--- src/rtl/mips_settings.svh ---
`ifndef MIPS_SETTINGS_SVH
`define MIPS_SETTINGS_SVH

////////////////////////////////////////
// Datapath and register file sizes
////////////////////////////////////////

`define MIPS_XLEN 32
`define MIPS_NREGS 32
`define MIPS_REG_AW 5

// Return address register for JAL
`define MIPS_LINK_REG 31

`endif

--- src/rtl/mips_pkg.sv ---
package mips_pkg;

	`include "mips_settings.svh"

	////////////////////////////////////////
	// Instruction encodings
	////////////////////////////////////////

	typedef enum logic [5:0] {
		OP_SPECIAL = 6'b000000, // R-type, decoded by funct
		OP_J = 6'b000010,
		OP_JAL = 6'b000011,
		OP_BEQ = 6'b000100,
		OP_BNE = 6'b000101,
		OP_ADDI = 6'b001000,
		OP_SLTI = 6'b001010,
		OP_ANDI = 6'b001100,
		OP_ORI = 6'b001101,
		OP_XORI = 6'b001110,
		OP_LUI = 6'b001111,
		OP_LB = 6'b100000,
		OP_LH = 6'b100001,
		OP_LW = 6'b100011,
		OP_LBU = 6'b100100,
		OP_LHU = 6'b100101,
		OP_LWU = 6'b100111,
		OP_SB = 6'b101000,
		OP_SH = 6'b101001,
		OP_SW = 6'b101011
	} opcode_e;

	typedef enum logic [5:0] {
		FN_SLL = 6'b000000,
		FN_SRL = 6'b000010,
		FN_SRA = 6'b000011,
		FN_SLLV = 6'b000100,
		FN_SRLV = 6'b000110,
		FN_SRAV = 6'b000111,
		FN_JR = 6'b001000,
		FN_JALR = 6'b001001,
		FN_ADDU = 6'b100001,
		FN_SUBU = 6'b100011,
		FN_AND = 6'b100100,
		FN_OR = 6'b100101,
		FN_XOR = 6'b100110,
		FN_NOR = 6'b100111,
		FN_SLT = 6'b101010,
		FN_SLTU = 6'b101011
	} funct_e;

	// Operation class from the main decoder
	typedef enum logic [2:0] {
		ALUOP_RTYPE = 3'b000, // Look at funct
		ALUOP_ADD = 3'b001,
		ALUOP_AND = 3'b010,
		ALUOP_OR = 3'b011,
		ALUOP_XOR = 3'b100,
		ALUOP_SUB = 3'b101,
		ALUOP_SLT = 3'b110,
		ALUOP_LUI = 3'b111
	} aluop_e;

	// Function performed in execute
	typedef enum logic [3:0] {
		ALU_SLL = 4'd0,
		ALU_SRL = 4'd1,
		ALU_SRA = 4'd2,
		ALU_SLLV = 4'd3,
		ALU_SRLV = 4'd4,
		ALU_SRAV = 4'd5,
		ALU_ADD = 4'd6,
		ALU_SUB = 4'd7,
		ALU_AND = 4'd8,
		ALU_OR = 4'd9,
		ALU_XOR = 4'd10,
		ALU_NOR = 4'd11,
		ALU_SLT = 4'd12,
		ALU_SLTU = 4'd13,
		ALU_LUI = 4'd14
	} alu_code_e;

	////////////////////////////////////////
	// Control bundles and ID/EX register
	////////////////////////////////////////

	typedef struct packed {
		logic link; // Write PC+8
		logic link_only; // JAL, destination is the link register
		logic reg_dst; // Destination from rd
		logic alu_src1; // Shamt as operand A
		logic alu_src2; // Immediate as operand B
		logic jump;
		logic jump_reg;
		alu_code_e alu_code;
	} exec_ctrl_t;

	typedef struct packed {
		logic branch_ne;
		logic store_byte;
		logic store_half;
		logic load_byte;
		logic load_half;
		logic load_unsigned;
		logic branch;
		logic mem_read;
		logic mem_write;
	} mem_ctrl_t;

	typedef struct packed {
		logic reg_write;
		logic mem_to_reg;
	} wb_ctrl_t;

	typedef struct packed {
		logic valid;
		logic [`MIPS_XLEN-1:0] pc;
		logic [`MIPS_XLEN-1:0] rs_data;
		logic [`MIPS_XLEN-1:0] rt_data;
		logic [`MIPS_XLEN-1:0] imm; // Already extended
		logic [4:0] shamt;
		logic [`MIPS_REG_AW-1:0] dest;
		exec_ctrl_t exec;
		mem_ctrl_t mem;
		wb_ctrl_t wb;
	} id_ex_t;

endpackage

--- src/rtl/alu_control.sv ---
`timescale 1ns/1ns

module alu_control import mips_pkg::*;
(
	input aluop_e aluop,
	input funct_e funct,
	output alu_code_e alu_code
);

	always_comb
	begin
		case (aluop)
			ALUOP_RTYPE:
			begin
				case (funct)
					FN_SLL: alu_code = ALU_SLL;
					FN_SRL: alu_code = ALU_SRL;
					FN_SRA: alu_code = ALU_SRA;
					FN_SLLV: alu_code = ALU_SLLV;
					FN_SRLV: alu_code = ALU_SRLV;
					FN_SRAV: alu_code = ALU_SRAV;
					FN_ADDU: alu_code = ALU_ADD;
					FN_SUBU: alu_code = ALU_SUB;
					FN_AND: alu_code = ALU_AND;
					FN_OR: alu_code = ALU_OR;
					FN_XOR: alu_code = ALU_XOR;
					FN_NOR: alu_code = ALU_NOR;
					FN_SLT: alu_code = ALU_SLT;
					FN_SLTU: alu_code = ALU_SLTU;
					// JR and JALR pass rs through an add, as does anything unknown
					default: alu_code = ALU_ADD;
				endcase
			end
			ALUOP_ADD: alu_code = ALU_ADD;
			ALUOP_AND: alu_code = ALU_AND;
			ALUOP_OR: alu_code = ALU_OR;
			ALUOP_XOR: alu_code = ALU_XOR;
			ALUOP_SUB: alu_code = ALU_SUB; // Branch compare
			ALUOP_SLT: alu_code = ALU_SLT;
			ALUOP_LUI: alu_code = ALU_LUI;
			default: alu_code = ALU_ADD;
		endcase
	end

endmodule

--- src/rtl/control.sv ---
`timescale 1ns/1ns

module control import mips_pkg::*;
(
	input logic kill,
	input opcode_e opcode,
	input funct_e funct,
	output exec_ctrl_t exec,
	output mem_ctrl_t mem,
	output wb_ctrl_t wb
);

	aluop_e aluop;
	alu_code_e alu_code;
	logic listed; // Opcode and funct both known

	alu_control u_alu_control
	(
		.aluop(aluop),
		.funct(funct),
		.alu_code(alu_code)
	);

	////////////////////////////////////////
	// Main decode
	////////////////////////////////////////

	always_comb
	begin
		exec = '0;
		mem = '0;
		wb = '0;
		aluop = ALUOP_RTYPE;
		listed = 1'b1;

		case (opcode)
			OP_SPECIAL:
			begin
				case (funct)
					FN_SLL, FN_SRL, FN_SRA:
					begin
						// Shift amount comes from the instruction
						exec.alu_src1 = 1'b1;
						exec.reg_dst = 1'b1;
						wb.reg_write = 1'b1;
					end
					FN_JR:
					begin
						exec.jump_reg = 1'b1;
					end
					FN_JALR:
					begin
						exec.link = 1'b1;
						exec.reg_dst = 1'b1;
						exec.jump_reg = 1'b1;
						wb.reg_write = 1'b1;
					end
					FN_SLLV, FN_SRLV, FN_SRAV, FN_ADDU, FN_SUBU,
					FN_AND, FN_OR, FN_XOR, FN_NOR, FN_SLT, FN_SLTU:
					begin
						exec.reg_dst = 1'b1;
						wb.reg_write = 1'b1;
					end
					default:
					begin
						listed = 1'b0;
					end
				endcase
			end

			// Loads, LW and LWU both full word
			OP_LB, OP_LH, OP_LW, OP_LBU, OP_LHU, OP_LWU:
			begin
				exec.alu_src2 = 1'b1;
				mem.mem_read = 1'b1;
				mem.load_byte = (opcode == OP_LB) || (opcode == OP_LBU);
				mem.load_half = (opcode == OP_LH) || (opcode == OP_LHU);
				mem.load_unsigned = (opcode == OP_LBU) || (opcode == OP_LHU);
				wb.reg_write = 1'b1;
				wb.mem_to_reg = 1'b1;
				aluop = ALUOP_ADD; // Base plus offset
			end

			// Stores
			OP_SB, OP_SH, OP_SW:
			begin
				exec.alu_src2 = 1'b1;
				mem.mem_write = 1'b1;
				mem.store_byte = (opcode == OP_SB);
				mem.store_half = (opcode == OP_SH);
				aluop = ALUOP_ADD;
			end

			OP_ADDI, OP_ANDI, OP_ORI, OP_XORI, OP_LUI, OP_SLTI:
			begin
				exec.alu_src2 = 1'b1;
				wb.reg_write = 1'b1;
				case (opcode)
					OP_ANDI: aluop = ALUOP_AND;
					OP_ORI: aluop = ALUOP_OR;
					OP_XORI: aluop = ALUOP_XOR;
					OP_LUI: aluop = ALUOP_LUI;
					OP_SLTI: aluop = ALUOP_SLT;
					default: aluop = ALUOP_ADD;
				endcase
			end

			OP_BEQ, OP_BNE:
			begin
				mem.branch = 1'b1;
				mem.branch_ne = (opcode == OP_BNE);
				aluop = ALUOP_SUB;
			end

			OP_J:
			begin
				exec.jump = 1'b1;
				aluop = ALUOP_ADD;
			end

			OP_JAL:
			begin
				exec.link = 1'b1;
				exec.link_only = 1'b1;
				exec.jump = 1'b1;
				wb.reg_write = 1'b1;
				aluop = ALUOP_ADD;
			end

			default:
			begin
				listed = 1'b0; // Nop
			end
		endcase

		if (listed)
			exec.alu_code = alu_code;

		// Bubble, reset or nothing valid upstream
		if (kill)
		begin
			exec = '0;
			mem = '0;
			wb = '0;
		end
	end

endmodule

--- src/rtl/register_file.sv ---
`timescale 1ns/1ns

`include "mips_settings.svh"

module register_file
(
	input logic clk,
	input logic [`MIPS_REG_AW-1:0] rs_addr,
	input logic [`MIPS_REG_AW-1:0] rt_addr,
	input logic [`MIPS_REG_AW-1:0] wr_addr,
	input logic wr_en,
	input logic [`MIPS_XLEN-1:0] wr_data,
	output logic [`MIPS_XLEN-1:0] rs_data,
	output logic [`MIPS_XLEN-1:0] rt_data
);

	logic [`MIPS_XLEN-1:0] regs [`MIPS_NREGS];

	// Register zero never gets written
	always_ff @(posedge clk)
	begin
		if (wr_en && (wr_addr != '0))
			regs[wr_addr] <= wr_data;
	end

	// One read port with write-through bypass
	function automatic logic [`MIPS_XLEN-1:0] read_port(input logic [`MIPS_REG_AW-1:0] addr);
		logic [`MIPS_XLEN-1:0] value;
		if (addr == '0)
			value = '0; // Hard-wired zero
		else if (wr_en && (wr_addr == addr))
			value = wr_data; // Same-cycle write wins
		else
			value = regs[addr];
		return value;
	endfunction

	always_comb
	begin
		rs_data = read_port(rs_addr);
		rt_data = read_port(rt_addr);
	end

endmodule

--- src/rtl/decode_stage.sv ---
`timescale 1ns/1ns

`include "mips_settings.svh"

module decode_stage import mips_pkg::*;
(
	input logic clk,
	input logic reset,
	input logic instr_valid,
	input logic stall,
	input logic flush,
	input logic [`MIPS_XLEN-1:0] instr,
	input logic [`MIPS_XLEN-1:0] pc,
	input logic wb_write,
	input logic [`MIPS_REG_AW-1:0] wb_addr,
	input logic [`MIPS_XLEN-1:0] wb_data,
	output id_ex_t id_ex
);

	////////////////////////////////////////
	// Instruction fields
	////////////////////////////////////////

	opcode_e opcode;
	funct_e funct;
	logic [`MIPS_REG_AW-1:0] rs;
	logic [`MIPS_REG_AW-1:0] rt;
	logic [`MIPS_REG_AW-1:0] rd;
	logic [4:0] shamt;
	logic [15:0] imm16;

	assign opcode = opcode_e'(instr[31:26]);
	assign rs = instr[25:21];
	assign rt = instr[20:16];
	assign rd = instr[15:11];
	assign shamt = instr[10:6];
	assign funct = funct_e'(instr[5:0]);
	assign imm16 = instr[15:0];

	logic kill;
	exec_ctrl_t ctrl_exec;
	mem_ctrl_t ctrl_mem;
	wb_ctrl_t ctrl_wb;
	logic [`MIPS_XLEN-1:0] rs_data;
	logic [`MIPS_XLEN-1:0] rt_data;
	logic zero_ext;
	logic [`MIPS_XLEN-1:0] imm_ext;
	logic [`MIPS_REG_AW-1:0] dest;
	id_ex_t id_ex_d;

	// Any reason not to issue this cycle
	assign kill = reset || flush || stall || !instr_valid;

	control u_control
	(
		.kill(kill),
		.opcode(opcode),
		.funct(funct),
		.exec(ctrl_exec),
		.mem(ctrl_mem),
		.wb(ctrl_wb)
	);

	register_file u_register_file
	(
		.clk(clk),
		.rs_addr(rs),
		.rt_addr(rt),
		.wr_addr(wb_addr),
		.wr_en(wb_write),
		.wr_data(wb_data),
		.rs_data(rs_data),
		.rt_data(rt_data)
	);

	// Logical immediates are unsigned
	assign zero_ext = (opcode == OP_ANDI) || (opcode == OP_ORI) || (opcode == OP_XORI);
	assign imm_ext = zero_ext ? {{(`MIPS_XLEN-16){1'b0}}, imm16}
		: {{(`MIPS_XLEN-16){imm16[15]}}, imm16};

	always_comb
	begin
		if (ctrl_exec.reg_dst)
			dest = rd;
		else if (ctrl_exec.link_only)
			dest = `MIPS_REG_AW'(`MIPS_LINK_REG); // JAL
		else
			dest = rt;
	end

	////////////////////////////////////////
	// ID/EX register
	////////////////////////////////////////

	always_comb
	begin
		id_ex_d.valid = !kill;
		id_ex_d.pc = pc;
		id_ex_d.rs_data = rs_data;
		id_ex_d.rt_data = rt_data;
		id_ex_d.imm = imm_ext;
		id_ex_d.shamt = shamt;
		id_ex_d.dest = dest;
		id_ex_d.exec = ctrl_exec;
		id_ex_d.mem = ctrl_mem;
		id_ex_d.wb = ctrl_wb;
	end

	always_ff @(posedge clk)
	begin
		if (reset)
			id_ex <= '0;
		else
			id_ex <= id_ex_d;
	end

endmodule

--- config.mk ---
export PLATFORM = sky130hd
export DESIGN_NAME = decode_stage
export DESIGN_NICKNAME = d
export VERILOG_FILES = /design/src/rtl/mips_pkg.sv /design/src/rtl/alu_control.sv /design/src/rtl/control.sv /design/src/rtl/register_file.sv /design/src/rtl/decode_stage.sv
export VERILOG_INCLUDE_DIRS = /design/src /design/src/rtl
export SDC_FILE = /design/constraint.sdc
export NUM_CORES = 1
export LEC_CHECK = 0
export BUFFER_PORTS_ARGS = -buffer_cell sky130_fd_sc_hd__buf_2
export CAP_MARGIN = 20
export CORE_MARGIN = 2
export CORE_UTILIZATION = 47
export CTS_CLUSTER_DIAMETER = 100
export CTS_CLUSTER_SIZE = 12
export DETAILED_ROUTE_END_ITERATION = 16
export PLACE_DENSITY = 0.62
export SYNTH_ARGS = -nofsm -noshare
export SYNTH_HDL_FRONTEND = slang
export SYNTH_SLANG_ARGS = --single-unit
--- constraint.sdc ---
create_clock -name clk -period 2.9 [get_ports clk]
set_input_delay 0.145 -clock clk [delete_from_list [all_inputs] [get_ports clk]]
set_output_delay 0.145 -clock clk [all_outputs]
set_load 0.01 [all_outputs]
==> flow_summary.json <==
{
  "status": "finished, final reports clean",
  "cts.sinks": 1164,
  "cts-buffers-inserted": 107,
  "cp-start-kind": "input port",
  "r2r_start": "u_register_file.regs[16][9]",
  "final_max_slew_viol_count": 0,
  "via_per_inst": 6.69,
  "worstHoldStart": "instr[19]",
  "period_share": 0.942,
  "utilization": 0.548,
  "wirelength_um": 178000,
  "cell_internal_pwr_uw": 27100,
  "firstDrtPassIters": 6,
  "grt_pass1_vias": 35012,
  "synth_most_common_cell": "edfxtp_1",
  "yosysTopAreaCell": "edfxtp_1",
  "arrival_ns": 3.39,
  "cp_max_fo": 28,
  "core.rowCount": 123,
  "ys_seq_elements": 1164,
  "slew_headroom": 0.446,
  "drc": 0,
  "synthTopCellsByArea": "edfxtp_1 (58%), mux4_2 (13%), mux2i_1 (8.0%)",
  "synth_edf_count": 1024,
  "portBuffers": 267,
  "rsz0062_at_grt": "no",
  "powerDensity_nw_per_um2": 580,
  "yosysSeqAreaShare": 0.632,
  "r2r_end": "id_ex[73]",
  "min_path_cells": 3,
  "nFillCells": 8836,
  "max_freq_mhz": 366,
  "syn_avg_cell_area_um2": 17.0,
  "synth.yosys.warnings": 0,
  "cts_tree": "built",
  "grt_max_degree": 46,
  "antenna_found_initial": 9,
  "async_flop_share": 0,
  "start_util": 0.473,
  "yosys-top-cells-count": "edfxtp_1 (1,024), mux2i_1 (424), mux4_2 (317)",
  "worst_pin_slew_ns": 0.832,
  "skew_ns": 0.0205,
  "setup_viol": 0,
  "globalRouteTotalUtil": 0.304,
  "crit_required_ns": 3.55,
  "seqPwrFrac": 0.526,
  "syn_to_final_growth_pct": 15.9,
  "num_io_pins": 268,
  "netlist_area_um2": 53100,
  "reg2regPathDepth": 4,
  "dp_hpwl_um": 110000,
  "finalHoldViolCount": 0,
  "num-nets-final": 3681,
  "reg2reg_slack_ns": 0.83,
  "netlist-cell-type-count": 76,
  "critical_path_class": "input port to flip-flop",
  "antenna_left": 0,
  "synth_ff_type": "edfxtp_1",
  "coreArea_um2": 112000,
  "die_area_um2": 116000,
  "hold_path_end": "id_ex[87]",
  "via_count": 34549,
  "power.switching_uw": 8580,
  "drv_cap": 0,
  "h-tree-depth": 3,
  "p_leak_uw": 0.0214,
  "yosysTopAreaCellShare": 0.579,
  "drive_gt1_frac": 0.278,
  "wire_per_inst_um": 34.4,
  "path_clk_slew_ns": 0.06,
  "fin_crit_ns": 2.73,
  "clk_latency_ns": 0.71,
  "setup.worst_path.end_class": "flip-flop",
  "place.gp.congestion": 0.870,
  "synth_cells": 3123,
  "pwr-share-clk": 0.371,
  "combPwrFrac": 0.103,
  "drt_iter0_markers": 4575,
  "die_h_um": 340,
  "hp-class": "input port to flip-flop",
  "fin_setup_tns_ns": 0,
  "vdd_drop_max_v": 0.000451,
  "root_buffer": "clkbuf_16",
  "switching_share": 0.240,
  "die_w_um": 340,
  "grt.overflow.total": 0,
  "clockBufferDepth": 3,
  "grt_first_pass_wirelength_um": 252000
}
layer usage:
metal,up-vias,part of all wire,global-route usage
li1,13752,-,-
met1,17971,0.39,0.418
met2,2383,0.46,0.471
met3,437,0.12,0.0733
met4,6,0.044,0.120
met5,-,0.00016,0
worst max-delay path by stage:
| stage | start | end | slack [ns] |
|---|---|---|---|
| floorplan | wb_addr[1] | u_register_file.regs[12][0] | 0.29 |
| global placement | instr[16] | id_ex[66] | 0.43 |
| global route | reset | id_ex[18] | 0.008 |
| CTS | reset | id_ex[18] | 0.21 |
| detailed placement | instr[16] | id_ex[66] | 0.34 |
| finish | reset | id_ex[18] | 0.17 |
per-stage QoR:
step	instances	area, um^2	total power, uW	worst slack, ns	hold WS (ns)
6_report	5164	61600	35700	0.168	0.0529
5_1_grt	5163	61600	36700	0.00818	0.0323
4_1_cts	5163	61600	35800	0.209	0.00120
3_5_place_dp	4851	57300	22600	0.338	0.361
3_3_place_gp	4851	57300	22600	0.428	0.359
2_1_floorplan	3154	53200	21100	0.288	0.244
what timing repair did:
item	CTS	global route
endpoints found under the setup margin	0	1
endpoints found under the hold margin	1082	0
setup buffers	0	0
resized for setup	0	1
hold buffers	110	0
cell usage in the layout (no fill, tap or decap), types with 22 or more instances in the layout:
cell type,n
dfxtp_1,140
nor2_4,35
buf_12,51
buf_4,159
mux2i_1,424
nand3_1,47
o21ai_0,32
mux4_2,317
nand2b_1,61
mux2_2,51
dlygate4sd3_1,110
nand2_1,23
nor2b_1,74
o221ai_1,22
clkbuf_16,109
a21oi_1,51
nor2_1,54
conb_1,32
edfxtp_1,1024
a221oi_1,72
clkbuf_1,86
buf_2,258
a22o_1,37
o22ai_1,41
a22oi_1,94
layout make-up:
| type | instances | area, um^2 | area share |
|---|---|---|---|
| Antenna cell | 1 | 2.50 | 0.0000406 |
| Clock buffer | 195 | 3050 | 0.0495 |
| Clock inverter | 7 | 75.1 | 0.00122 |
| Inverter | 11 | 41.3 | 0.000671 |
| Multi-Input combinational cell | 1704 | 18300 | 0.297 |
| Sequential cell | 1164 | 33600 | 0.545 |
| Tap cell | 1500 | 1880 | 0.0305 |
| Timing Repair Buffer | 582 | 4670 | 0.0758 |
registers in the layout, summed over array words and instances (netlist names):
signal	flops
u_register_file.regs	1024
id_ex	140
power by group through the flow:
stage | Sequential (uW) | Clock (uW) | Combinational (uW)
global route | 18800 | 14000 | 3850
finish | 18800 | 13200 | 3680
detailed placement | 19100 | 0 | 3510
floorplan | 19100 | 0 | 2010
global placement | 19100 | 0 | 3460
CTS | 18800 | 13400 | 3640
cells by family after synthesis:
| logic type | count (synthesis) | synth area share |
|---|---|---|
| adders and majority gates | 4 | 0.000942 |
| other | 1 | 0.0000706 |
| xor gates and xnor gates | 12 | 0.00198 |
| AOI/OAI and AO/OA | 496 | 0.0706 |
| buffers and inverters | 286 | 0.0323 |
| and+or+nand+nor | 368 | 0.0375 |
| muxes | 792 | 0.225 |
| DFF | 1164 | 0.632 |
worst max-delay path, stage by stage:
cell           delay [ns]
dlygate4sd3_1        0.54
buf_4                0.27
or4b_4               0.57
dlygate4sd3_1        0.66
inv_2                0.11
nand3_1              0.20
nor4b_1              0.32
dlygate4sd3_1        0.58
Note: power is estimated with default switching activity, not from simulation.
